<file path="src/hdl/lsu_macros.svh">
`ifndef LSU_MACROS_SVH
`define LSU_MACROS_SVH

// data path and address width
`define LSU_XLEN        64
// byte offset inside one double
`define LSU_OFS_W       3
`define LSU_STRB_W      8

// ********************************************************************
// bus response codes
// ********************************************************************
`define LSU_RESP_OKAY           2'd0
`define LSU_RESP_PAGE_ERR       2'd2
`define LSU_RESP_ACCESS_ERR     2'd3

// ********************************************************************
// trap cause codes
// ********************************************************************
`define LSU_CAUSE_LOAD_MISALIGN     64'd4
`define LSU_CAUSE_LOAD_ACCESS       64'd5
`define LSU_CAUSE_STORE_MISALIGN    64'd6
`define LSU_CAUSE_STORE_ACCESS      64'd7
`define LSU_CAUSE_LOAD_PAGE         64'd13
`define LSU_CAUSE_STORE_PAGE        64'd15

`endif

</file>
<file path="src/hdl/lsu_pkg.sv">
`default_nettype none

`include "lsu_macros.svh"

package lsu_pkg;

    // encoding matches the bus size field
    typedef enum logic [1:0] {
        SIZE_BYTE   = 2'd0,
        SIZE_HALF   = 2'd1,
        SIZE_WORD   = 2'd2,
        SIZE_DOUBLE = 2'd3
    } mem_size_t;

    typedef struct packed {
        logic [`LSU_XLEN-1:0]   pc;
        logic [4:0]             rd;
        logic                   dest_wen;
        logic                   is_load;
        logic                   is_store;
        mem_size_t              size;
        logic                   is_signed;
        // address for memory ops, result otherwise
        logic [`LSU_XLEN-1:0]   operand;
        logic [`LSU_XLEN-1:0]   store_data;
    } lsu_req_t;

    typedef struct packed {
        logic [`LSU_XLEN-1:0]   addr;
        mem_size_t              size;
    } rd_addr_t;

    typedef struct packed {
        logic [`LSU_XLEN-1:0]   addr;
        mem_size_t              size;
        logic [`LSU_STRB_W-1:0] strb;
        logic [`LSU_XLEN-1:0]   data;
    } wr_req_t;

    typedef struct packed {
        logic [`LSU_XLEN-1:0]   pc;
        logic [4:0]             rd;
        logic                   dest_wen;
        logic                   trap_valid;
        logic [`LSU_XLEN-1:0]   trap_cause;
        logic [`LSU_XLEN-1:0]   trap_tval;
        logic [`LSU_XLEN-1:0]   data;
    } lsu_wb_t;

    typedef struct packed {
        logic page_err;
        logic access_err;
    } bus_err_t;

endpackage

`default_nettype wire

</file>
<file path="src/hdl/lsu_exception_unit.sv">
`timescale 1ns/10ps
`default_nettype none

`include "lsu_macros.svh"

module lsu_exception_unit (
    input  wire lsu_pkg::lsu_req_t      req,
    input  wire                         ex_valid,
    input  wire lsu_pkg::bus_err_t      load_err,
    input  wire lsu_pkg::bus_err_t      store_err,
    output logic                        misaligned,
    output logic                        trap_valid,
    output logic [`LSU_XLEN-1:0]        trap_cause,
    output logic [`LSU_XLEN-1:0]        trap_tval
);
    import lsu_pkg::*;

    logic addr_unaligned;

    always_comb begin
        case (req.size)
            SIZE_HALF:   addr_unaligned = req.operand[0];
            SIZE_WORD:   addr_unaligned = |req.operand[1:0];
            SIZE_DOUBLE: addr_unaligned = |req.operand[`LSU_OFS_W-1:0];
            default:     addr_unaligned = 1'b0;
        endcase
    end

    assign misaligned = (req.is_load | req.is_store) & addr_unaligned;

    assign trap_valid = ex_valid & (misaligned |
                                    load_err.page_err | load_err.access_err |
                                    store_err.page_err | store_err.access_err);

    // load side wins over store side
    always_comb begin
        trap_cause = '0;
        if (misaligned && req.is_load)         trap_cause = `LSU_CAUSE_LOAD_MISALIGN;
        else if (load_err.page_err)            trap_cause = `LSU_CAUSE_LOAD_PAGE;
        else if (load_err.access_err)          trap_cause = `LSU_CAUSE_LOAD_ACCESS;
        else if (misaligned && req.is_store)   trap_cause = `LSU_CAUSE_STORE_MISALIGN;
        else if (store_err.access_err)         trap_cause = `LSU_CAUSE_STORE_ACCESS;
        else if (store_err.page_err)           trap_cause = `LSU_CAUSE_STORE_PAGE;
    end

    assign trap_tval = trap_valid ? req.operand : '0;

endmodule

`default_nettype wire

</file>
<file path="src/hdl/lsu_load_path.sv">
`timescale 1ns/10ps
`default_nettype none

`include "lsu_macros.svh"

module lsu_load_path (
    input  wire                         clk,
    input  wire                         rst_n,
    input  wire                         ex_valid,
    input  wire lsu_pkg::lsu_req_t      req,
    input  wire                         misaligned,
    input  wire                         accept,
    input  wire                         ar_ready,
    input  wire                         r_valid,
    input  wire [1:0]                   r_resp,
    input  wire [`LSU_XLEN-1:0]         r_data,
    output logic                        ar_valid,
    output lsu_pkg::rd_addr_t           ar,
    output logic                        load_done,
    output logic [`LSU_XLEN-1:0]        load_data,
    output lsu_pkg::bus_err_t           load_err
);
    import lsu_pkg::*;

    typedef enum logic [1:0] {
        RD_IDLE,
        RD_WAIT_AR,
        RD_WAIT_R,
        RD_HOLD
    } rd_state_t;

    rd_state_t              state;
    logic [`LSU_XLEN-1:0]   lane;
    logic [`LSU_XLEN-1:0]   extended;

    assign ar.addr = req.operand;
    assign ar.size = req.size;

    // **********************************************************************
    // lane extraction
    // **********************************************************************
    assign lane = r_data >> {req.operand[`LSU_OFS_W-1:0], 3'b000};

    always_comb begin
        case (req.size)
            SIZE_BYTE: extended = {{(`LSU_XLEN-8){req.is_signed & lane[7]}}, lane[7:0]};
            SIZE_HALF: extended = {{(`LSU_XLEN-16){req.is_signed & lane[15]}}, lane[15:0]};
            SIZE_WORD: extended = {{(`LSU_XLEN-32){req.is_signed & lane[31]}}, lane[31:0]};
            default:   extended = lane;
        endcase
    end

    // **********************************************************************
    // read channel fsm
    // **********************************************************************
    always_ff @(posedge clk or negedge rst_n) begin
        if (!rst_n) begin
            state     <= RD_IDLE;
            ar_valid  <= 1'b0;
            load_done <= 1'b0;
            load_err  <= '0;
        end else begin
            case (state)
                RD_IDLE: begin
                    if (ex_valid && req.is_load && !misaligned) begin
                        state    <= RD_WAIT_AR;
                        ar_valid <= 1'b1;
                    end
                end
                RD_WAIT_AR: begin
                    if (ar_ready) begin
                        state    <= RD_WAIT_R;
                        ar_valid <= 1'b0;
                    end
                end
                RD_WAIT_R: begin
                    if (r_valid) begin
                        state               <= RD_HOLD;
                        load_done           <= 1'b1;
                        load_err.page_err   <= (r_resp == `LSU_RESP_PAGE_ERR);
                        load_err.access_err <= (r_resp == `LSU_RESP_ACCESS_ERR);
                    end
                end
                RD_HOLD: begin
                    // held until the commit stage takes the result
                    if (accept) begin
                        state     <= RD_IDLE;
                        load_done <= 1'b0;
                        load_err  <= '0;
                    end
                end
                default: begin
                    state    <= RD_IDLE;
                    ar_valid <= 1'b0;
                end
            endcase
        end
    end

    always_ff @(posedge clk) begin
        if (state == RD_WAIT_R && r_valid) begin
            load_data <= extended;
        end
    end

endmodule

`default_nettype wire

</file>
<file path="src/hdl/lsu_store_path.sv">
`timescale 1ns/10ps
`default_nettype none

`include "lsu_macros.svh"

module lsu_store_path (
    input  wire                         clk,
    input  wire                         rst_n,
    input  wire                         ex_valid,
    input  wire lsu_pkg::lsu_req_t      req,
    input  wire                         misaligned,
    input  wire                         accept,
    input  wire                         aw_ready,
    input  wire                         w_ready,
    input  wire                         b_valid,
    input  wire [1:0]                   b_resp,
    output logic                        aw_valid,
    output logic                        w_valid,
    output lsu_pkg::wr_req_t            wr,
    output logic                        store_done,
    output lsu_pkg::bus_err_t           store_err
);
    import lsu_pkg::*;

    typedef enum logic [2:0] {
        WR_IDLE,
        WR_WAIT_BOTH,
        WR_WAIT_AW,
        WR_WAIT_W,
        WR_WAIT_B,
        WR_HOLD
    } wr_state_t;

    wr_state_t                  state;
    logic [`LSU_STRB_W-1:0]     size_mask;
    logic [`LSU_OFS_W-1:0]      offset;

    assign offset = req.operand[`LSU_OFS_W-1:0];

    // **********************************************************************
    // strobes and lane placement
    // **********************************************************************
    always_comb begin
        case (req.size)
            SIZE_BYTE: size_mask = 8'h01;
            SIZE_HALF: size_mask = 8'h03;
            SIZE_WORD: size_mask = 8'h0f;
            default:   size_mask = 8'hff;
        endcase
    end

    assign wr.addr = req.operand;
    assign wr.size = req.size;
    assign wr.strb = size_mask << offset;
    assign wr.data = req.store_data << {offset, 3'b000};

    // **********************************************************************
    // write channel fsm
    // **********************************************************************
    always_ff @(posedge clk or negedge rst_n) begin
        if (!rst_n) begin
            state      <= WR_IDLE;
            aw_valid   <= 1'b0;
            w_valid    <= 1'b0;
            store_done <= 1'b0;
            store_err  <= '0;
        end else begin
            case (state)
                WR_IDLE: begin
                    if (ex_valid && req.is_store && !misaligned) begin
                        state    <= WR_WAIT_BOTH;
                        aw_valid <= 1'b1;
                        w_valid  <= 1'b1;
                    end
                end
                WR_WAIT_BOTH: begin
                    // address and data may finish in either order
                    if (aw_ready && w_ready) begin
                        state    <= WR_WAIT_B;
                        aw_valid <= 1'b0;
                        w_valid  <= 1'b0;
                    end else if (aw_ready) begin
                        state    <= WR_WAIT_W;
                        aw_valid <= 1'b0;
                    end else if (w_ready) begin
                        state    <= WR_WAIT_AW;
                        w_valid  <= 1'b0;
                    end
                end
                WR_WAIT_AW: begin
                    if (aw_ready) begin
                        state    <= WR_WAIT_B;
                        aw_valid <= 1'b0;
                    end
                end
                WR_WAIT_W: begin
                    if (w_ready) begin
                        state   <= WR_WAIT_B;
                        w_valid <= 1'b0;
                    end
                end
                WR_WAIT_B: begin
                    if (b_valid) begin
                        state                <= WR_HOLD;
                        store_done           <= 1'b1;
                        store_err.page_err   <= (b_resp == `LSU_RESP_PAGE_ERR);
                        store_err.access_err <= (b_resp == `LSU_RESP_ACCESS_ERR);
                    end
                end
                WR_HOLD: begin
                    if (accept) begin
                        state      <= WR_IDLE;
                        store_done <= 1'b0;
                        store_err  <= '0;
                    end
                end
                default: begin
                    state    <= WR_IDLE;
                    aw_valid <= 1'b0;
                    w_valid  <= 1'b0;
                end
            endcase
        end
    end

endmodule

`default_nettype wire

</file>
<file path="src/hdl/lsu_commit_stage.sv">
`timescale 1ns/10ps
`default_nettype none

`include "lsu_macros.svh"

module lsu_commit_stage (
    input  wire                         clk,
    input  wire                         rst_n,
    input  wire                         ex_valid,
    input  wire lsu_pkg::lsu_req_t      req,
    input  wire                         load_done,
    input  wire [`LSU_XLEN-1:0]         load_data,
    input  wire                         store_done,
    input  wire                         trap_valid,
    input  wire [`LSU_XLEN-1:0]         trap_cause,
    input  wire [`LSU_XLEN-1:0]         trap_tval,
    input  wire                         wb_ready,
    input  wire                         wb_flush,
    output logic                        ex_ready,
    output logic                        wb_valid,
    output lsu_pkg::lsu_wb_t            wb
);

    logic can_advance;
    logic op_done;

    assign can_advance = !wb_valid || wb_ready;

    // pass-through ops finish at once
    assign op_done = req.is_load  ? load_done  :
                     req.is_store ? store_done : 1'b1;

    assign ex_ready = ex_valid && can_advance && (trap_valid || op_done);

    // **********************************************************************
    // writeback register
    // **********************************************************************
    always_ff @(posedge clk or negedge rst_n) begin
        if (!rst_n) begin
            wb_valid <= 1'b0;
        end else if (wb_flush) begin
            wb_valid <= 1'b0;
        end else if (can_advance) begin
            wb_valid <= ex_ready;
        end
    end

    always_ff @(posedge clk) begin
        if (ex_ready) begin
            wb.pc         <= req.pc;
            wb.rd         <= req.rd;
            wb.dest_wen   <= req.dest_wen;
            wb.trap_valid <= trap_valid;
            wb.trap_cause <= trap_cause;
            wb.trap_tval  <= trap_tval;
            wb.data       <= req.is_load ? load_data : req.operand;
        end
    end

endmodule

`default_nettype wire

</file>
<file path="src/hdl/lsu.sv">
`timescale 1ns/10ps
`default_nettype none

`include "lsu_macros.svh"

module lsu (
    input  wire                         clk,
    input  wire                         rst_n,
    // execute side
    input  wire                         ex_valid,
    input  wire lsu_pkg::lsu_req_t      ex_req,
    output logic                        ex_ready,
    // read channels
    output logic                        ar_valid,
    input  wire                         ar_ready,
    output lsu_pkg::rd_addr_t           ar,
    input  wire                         r_valid,
    input  wire [1:0]                   r_resp,
    input  wire [`LSU_XLEN-1:0]         r_data,
    // write channels
    output logic                        aw_valid,
    input  wire                         aw_ready,
    output logic                        w_valid,
    input  wire                         w_ready,
    output lsu_pkg::wr_req_t            wr,
    input  wire                         b_valid,
    input  wire [1:0]                   b_resp,
    // writeback side
    output logic                        wb_valid,
    input  wire                         wb_ready,
    input  wire                         wb_flush,
    output lsu_pkg::lsu_wb_t            wb
);
    import lsu_pkg::*;

    bus_err_t               load_err;
    bus_err_t               store_err;
    logic                   misaligned;
    logic                   trap_valid;
    logic [`LSU_XLEN-1:0]   trap_cause;
    logic [`LSU_XLEN-1:0]   trap_tval;
    logic                   load_done;
    logic [`LSU_XLEN-1:0]   load_data;
    logic                   store_done;

    lsu_exception_unit u_exception (
        .req        (ex_req),
        .ex_valid   (ex_valid),
        .load_err   (load_err),
        .store_err  (store_err),
        .misaligned (misaligned),
        .trap_valid (trap_valid),
        .trap_cause (trap_cause),
        .trap_tval  (trap_tval)
    );

    lsu_load_path u_load (
        .clk        (clk),
        .rst_n      (rst_n),
        .ex_valid   (ex_valid),
        .req        (ex_req),
        .misaligned (misaligned),
        .accept     (ex_ready),
        .ar_ready   (ar_ready),
        .r_valid    (r_valid),
        .r_resp     (r_resp),
        .r_data     (r_data),
        .ar_valid   (ar_valid),
        .ar         (ar),
        .load_done  (load_done),
        .load_data  (load_data),
        .load_err   (load_err)
    );

    lsu_store_path u_store (
        .clk        (clk),
        .rst_n      (rst_n),
        .ex_valid   (ex_valid),
        .req        (ex_req),
        .misaligned (misaligned),
        .accept     (ex_ready),
        .aw_ready   (aw_ready),
        .w_ready    (w_ready),
        .b_valid    (b_valid),
        .b_resp     (b_resp),
        .aw_valid   (aw_valid),
        .w_valid    (w_valid),
        .wr         (wr),
        .store_done (store_done),
        .store_err  (store_err)
    );

    lsu_commit_stage u_commit (
        .clk        (clk),
        .rst_n      (rst_n),
        .ex_valid   (ex_valid),
        .req        (ex_req),
        .load_done  (load_done),
        .load_data  (load_data),
        .store_done (store_done),
        .trap_valid (trap_valid),
        .trap_cause (trap_cause),
        .trap_tval  (trap_tval),
        .wb_ready   (wb_ready),
        .wb_flush   (wb_flush),
        .ex_ready   (ex_ready),
        .wb_valid   (wb_valid),
        .wb         (wb)
    );

endmodule

`default_nettype wire

</file>
<file path="config.mk">
export PLATFORM = sky130hd
export DESIGN_NAME = lsu
export DESIGN_NICKNAME = d
export VERILOG_FILES = /design/src/hdl/lsu_pkg.sv /design/src/hdl/lsu_exception_unit.sv /design/src/hdl/lsu_load_path.sv /design/src/hdl/lsu_store_path.sv /design/src/hdl/lsu_commit_stage.sv /design/src/hdl/lsu.sv
export VERILOG_INCLUDE_DIRS = /design/src /design/src/hdl
export SDC_FILE = /design/constraint.sdc
export NUM_CORES = 1
export LEC_CHECK = 0
export BUFFER_PORTS_ARGS = -buffer_cell sky130_fd_sc_hd__clkbuf_2
export CAP_MARGIN = 20
export CORE_AREA = 4 4 293 295
export DETAILED_ROUTE_END_ITERATION = 7
export DIE_AREA = 0 0 297 299
export PLACE_DENSITY = 0.44
export RECOVER_POWER = 25
export SYNTH_ARGS = -nofsm -noshare
export SYNTH_HDL_FRONTEND = slang
export SYNTH_SLANG_ARGS = --single-unit
</file>
<file path="constraint.sdc">
create_clock -name clk -period 8.6 [get_ports clk]
set_input_delay 1.72 -clock clk [delete_from_list [all_inputs] [get_ports clk]]
set_output_delay 1.72 -clock clk [all_outputs]
set_load 0.05 [all_outputs]
</file>
==> impl_results.md <==
* Setup tns final at 0 ns
* I/O Buffers at 692
* Relative slew slack at -1.55
* Max Cap Viol at 2
* F_max at 164 MHz
* Syn Inst Count at 1,387
* PostCTS Resize Cnt at 0
* Most area-hungry cell type in the Yosys netlist: edfxtp_1
* Pre-CTS setup slack at 2.51 ns
* Fin nets at 2,194
* Crit-path max cell delay at 0.56 ns
* Top cell type's share of synthesized area at 0.509
* Clk sinks at 282
* Flop pwr share at 0.373
* Worst r2r src: u_load.state[0]
* Die area at 0.0888 sq mm
* Via Count at 12.8k
* Detail Placement HPWL at 53,300 um
* CTS Buf Count at 34
* Final Cycle Share at 0.709
* Critical Path AT at 4.37 ns
* Final setup vio count at 0
* Type of element capturing the critical path: output pin
* Pint at 3070 uW
* WP depth at 7
* Hold WC Path Type: reg2reg
* Synth warn at 0
* Area grow syn2layout at 27.8%
* Tmin final at 6.09 ns
* Pre-Repair DR Iteration Count at 4
* Clock transition at path regs at 0.06 ns
* CORE AREA at 0.0832 sq mm
* Critical path type: in2out
* Primary FF master, synth: edfxtp_1
* Critical Path Start: ex_req[64]
* Top delay family on crit path: buffers and inverters
* Hold path cells at 2
* Run status: finished with violations
* Largest net degree at the start of global routing at 140
* Hold path startpoint: u_load.load_done
* Worst setup margin at 2.51 ns
* Synth top area cells: edfxtp_1 (51%), buf_4 (9.1%), mux2i_1 (7.1%)
* Leak pwr at 0.00887 uW
* Global placement routability congestion at 0.893
* Layout cells sized above 1 at 0.419
* Worst Skew at 0.0229 ns
* Power per Cell Area at 262 mW/mm^2
* Antenna violations before repair at 24
* Logic pwr share at 0.364
* Clock Power Share at 0.263
* Root Driver: clkbuf_16
* Switching power at 2210 uW
* GRT overflow at 0
* Chip width at 297 um
* Critical Path, Cell by Cell: buf_6 > buf_12 > inv_2 > o31ai_1 > nand2_1 > o311ai_0 > clkbuf_2
* Drt via density at 4.24
* Mapped cell area at 0.0158 sq mm
* Sequential area share after synthesis at 0.533
* Number of global-route vias before repair at 13.0k
* Hold-fix buffers, CTS at 0
* #FFs+latches synth at 282
* TritonCTS clock tree: done
* Most common cell in the netlist: edfxtp_1
* Switching Share at 0.418
* Worst setup SP type: input pin
* Total setup buffers inserted after CTS at 0
* R2R cell count at 5
* Row cnt at 106
* Filler cell count in the final layout at 8,965
* Syn avg cell area at 11.4 sq um
* CTS max path bufs at 3
* Synth cell count leaders: edfxtp_1 (267), buf_4 (192), nand2_1 (134), mux2i_1 (112), mux2_2 (97)
* WL final at 67,900 um
* Die height at 299 um
* Initial DRC Count at 730
* Worst path buffer plus inverter count at 4
* Critical Path RT at 6.88 ns
* Failing checks: capacitance limit, slew limit
* Worst VDD drop at 169 uV
* CP max FO at 139
* Synth unique cells at 54
* H-Tree Depth at 2
* Initial Utilization at 0.189
* Post-detailed-route wirelength per cell at 22.5 um
* Slew Limit Fails at 124
* RSZ-0062 raised after global routing: no
* Clk Latency, worst-skew pair at 0.54 ns
* Slowest cell on the critical path: inv_2
* Drt drc at 0
* Worst slew pin tran at 3.82 ns
* Hold Fails Final Rpt at 0
* GRT Overall Usage at 0.145
* # IOs at 753
* Post-synth ARST share at 0.0532
* First-pass GRT wire length at 94,900 um
* Number of flops mapped to enable cells by yosys at 267
* ANT nets after route at 0
-- layer usage --
layer	GRT usage	wire [um]
met5	0	126
met4	0.0421	1850
met3	0.0368	4880
met2	0.257	33700
met1	0.173	27300
-- metrics by stage --
step           power (uW)  utilization  instance area [sq um]  cells  hold slack [ns]
6_report             5270        0.242                  20100   3020            0.527
4_1_cts              5370        0.243                  20200   3013            0.522
3_5_place_dp         3950        0.230                  19100   2953            0.518
3_3_place_gp         3940        0.230                  19100   2952            0.516
5_1_grt              5520        0.242                  20100   3014            0.538
2_1_floorplan        3440            -                  16000   1446            0.489
-- cells in the final DEF (no fill, tap or decap), drive strengths merged, types with 60 or more instances in the layout --
cell	netlist	final
mux2i	112	112
mux2	99	99
edfxtp	267	267
nor2	86	86
a21oi	70	70
nand2	134	134
and3	64	64
o21ai	80	80
conb	1	60
clkbuf	59	728
-- cell families after synthesis --
logic type | Yosys count | share of synthesized area
flip-flops | 282 | 0.533
adder cells (fa/ha/maj) | 4 | 0.00318
multiplexers | 215 | 0.148
buffers and inverters | 304 | 0.122
other | 1 | 0.000238
AND/OR/NAND/NOR | 332 | 0.0968
AO/OA/AOI/OAI | 249 | 0.0974
-- layout make-up --
cell class                 instances  area (sq um)  area share
sequential                       282          8390       0.417
multi-input combinational        860          5680       0.282
timing repair buffer             710          3540       0.176
tap                             1080          1350      0.0671
clock buffer                      37           872      0.0433
clock inverter                    23           189     0.00938
inverter                          21          87.6     0.00435
antenna                            7          17.5    0.000870
-- worst min-delay path: stages, from the launching register on --
cell and delay [ns]:
dfrtp_1 0.36, nand2_1 0.06, o211ai_1 0.07
-- path summary, 6_finish.rpt --
check / to / slack [ns]
max reg2reg: u_load.load_data[2] / 4.53
max in group asynchronous: u_load.load_err[0] / 6.74
min reg2reg: u_load.load_done / 0.53
min: u_load.load_done / 0.53
max: wr[68] / 2.51
min in group asynchronous: u_store.state[1] / 1.30
-- sequential cells by signal, summed over array words and instances (netlist names) --
signal,count
u_load.ar_valid,1
u_store.aw_valid,1
u_load.state,2
u_store.w_valid,1
u_load.load_data,64
u_commit.wb_valid,1
u_store.state,3
u_load.load_done,1
u_commit.wb,203
u_store.store_err,2
u_store.store_done,1
u_load.load_err,2
-- power by group through the flow --
| stage | combinational, uW | sequential (uW) | clock [uW] |
|---|---|---|---|
| finish | 1920 | 1970 | 1380 |
| global route | 2040 | 2000 | 1490 |
| CTS | 1960 | 1970 | 1440 |
| detailed placement | 1960 | 2000 | 0 |
| global placement | 1940 | 1990 | 0 |
| floorplan | 868 | 2570 | 0 |
No activity file was read; power rests on OpenSTA's default activity.
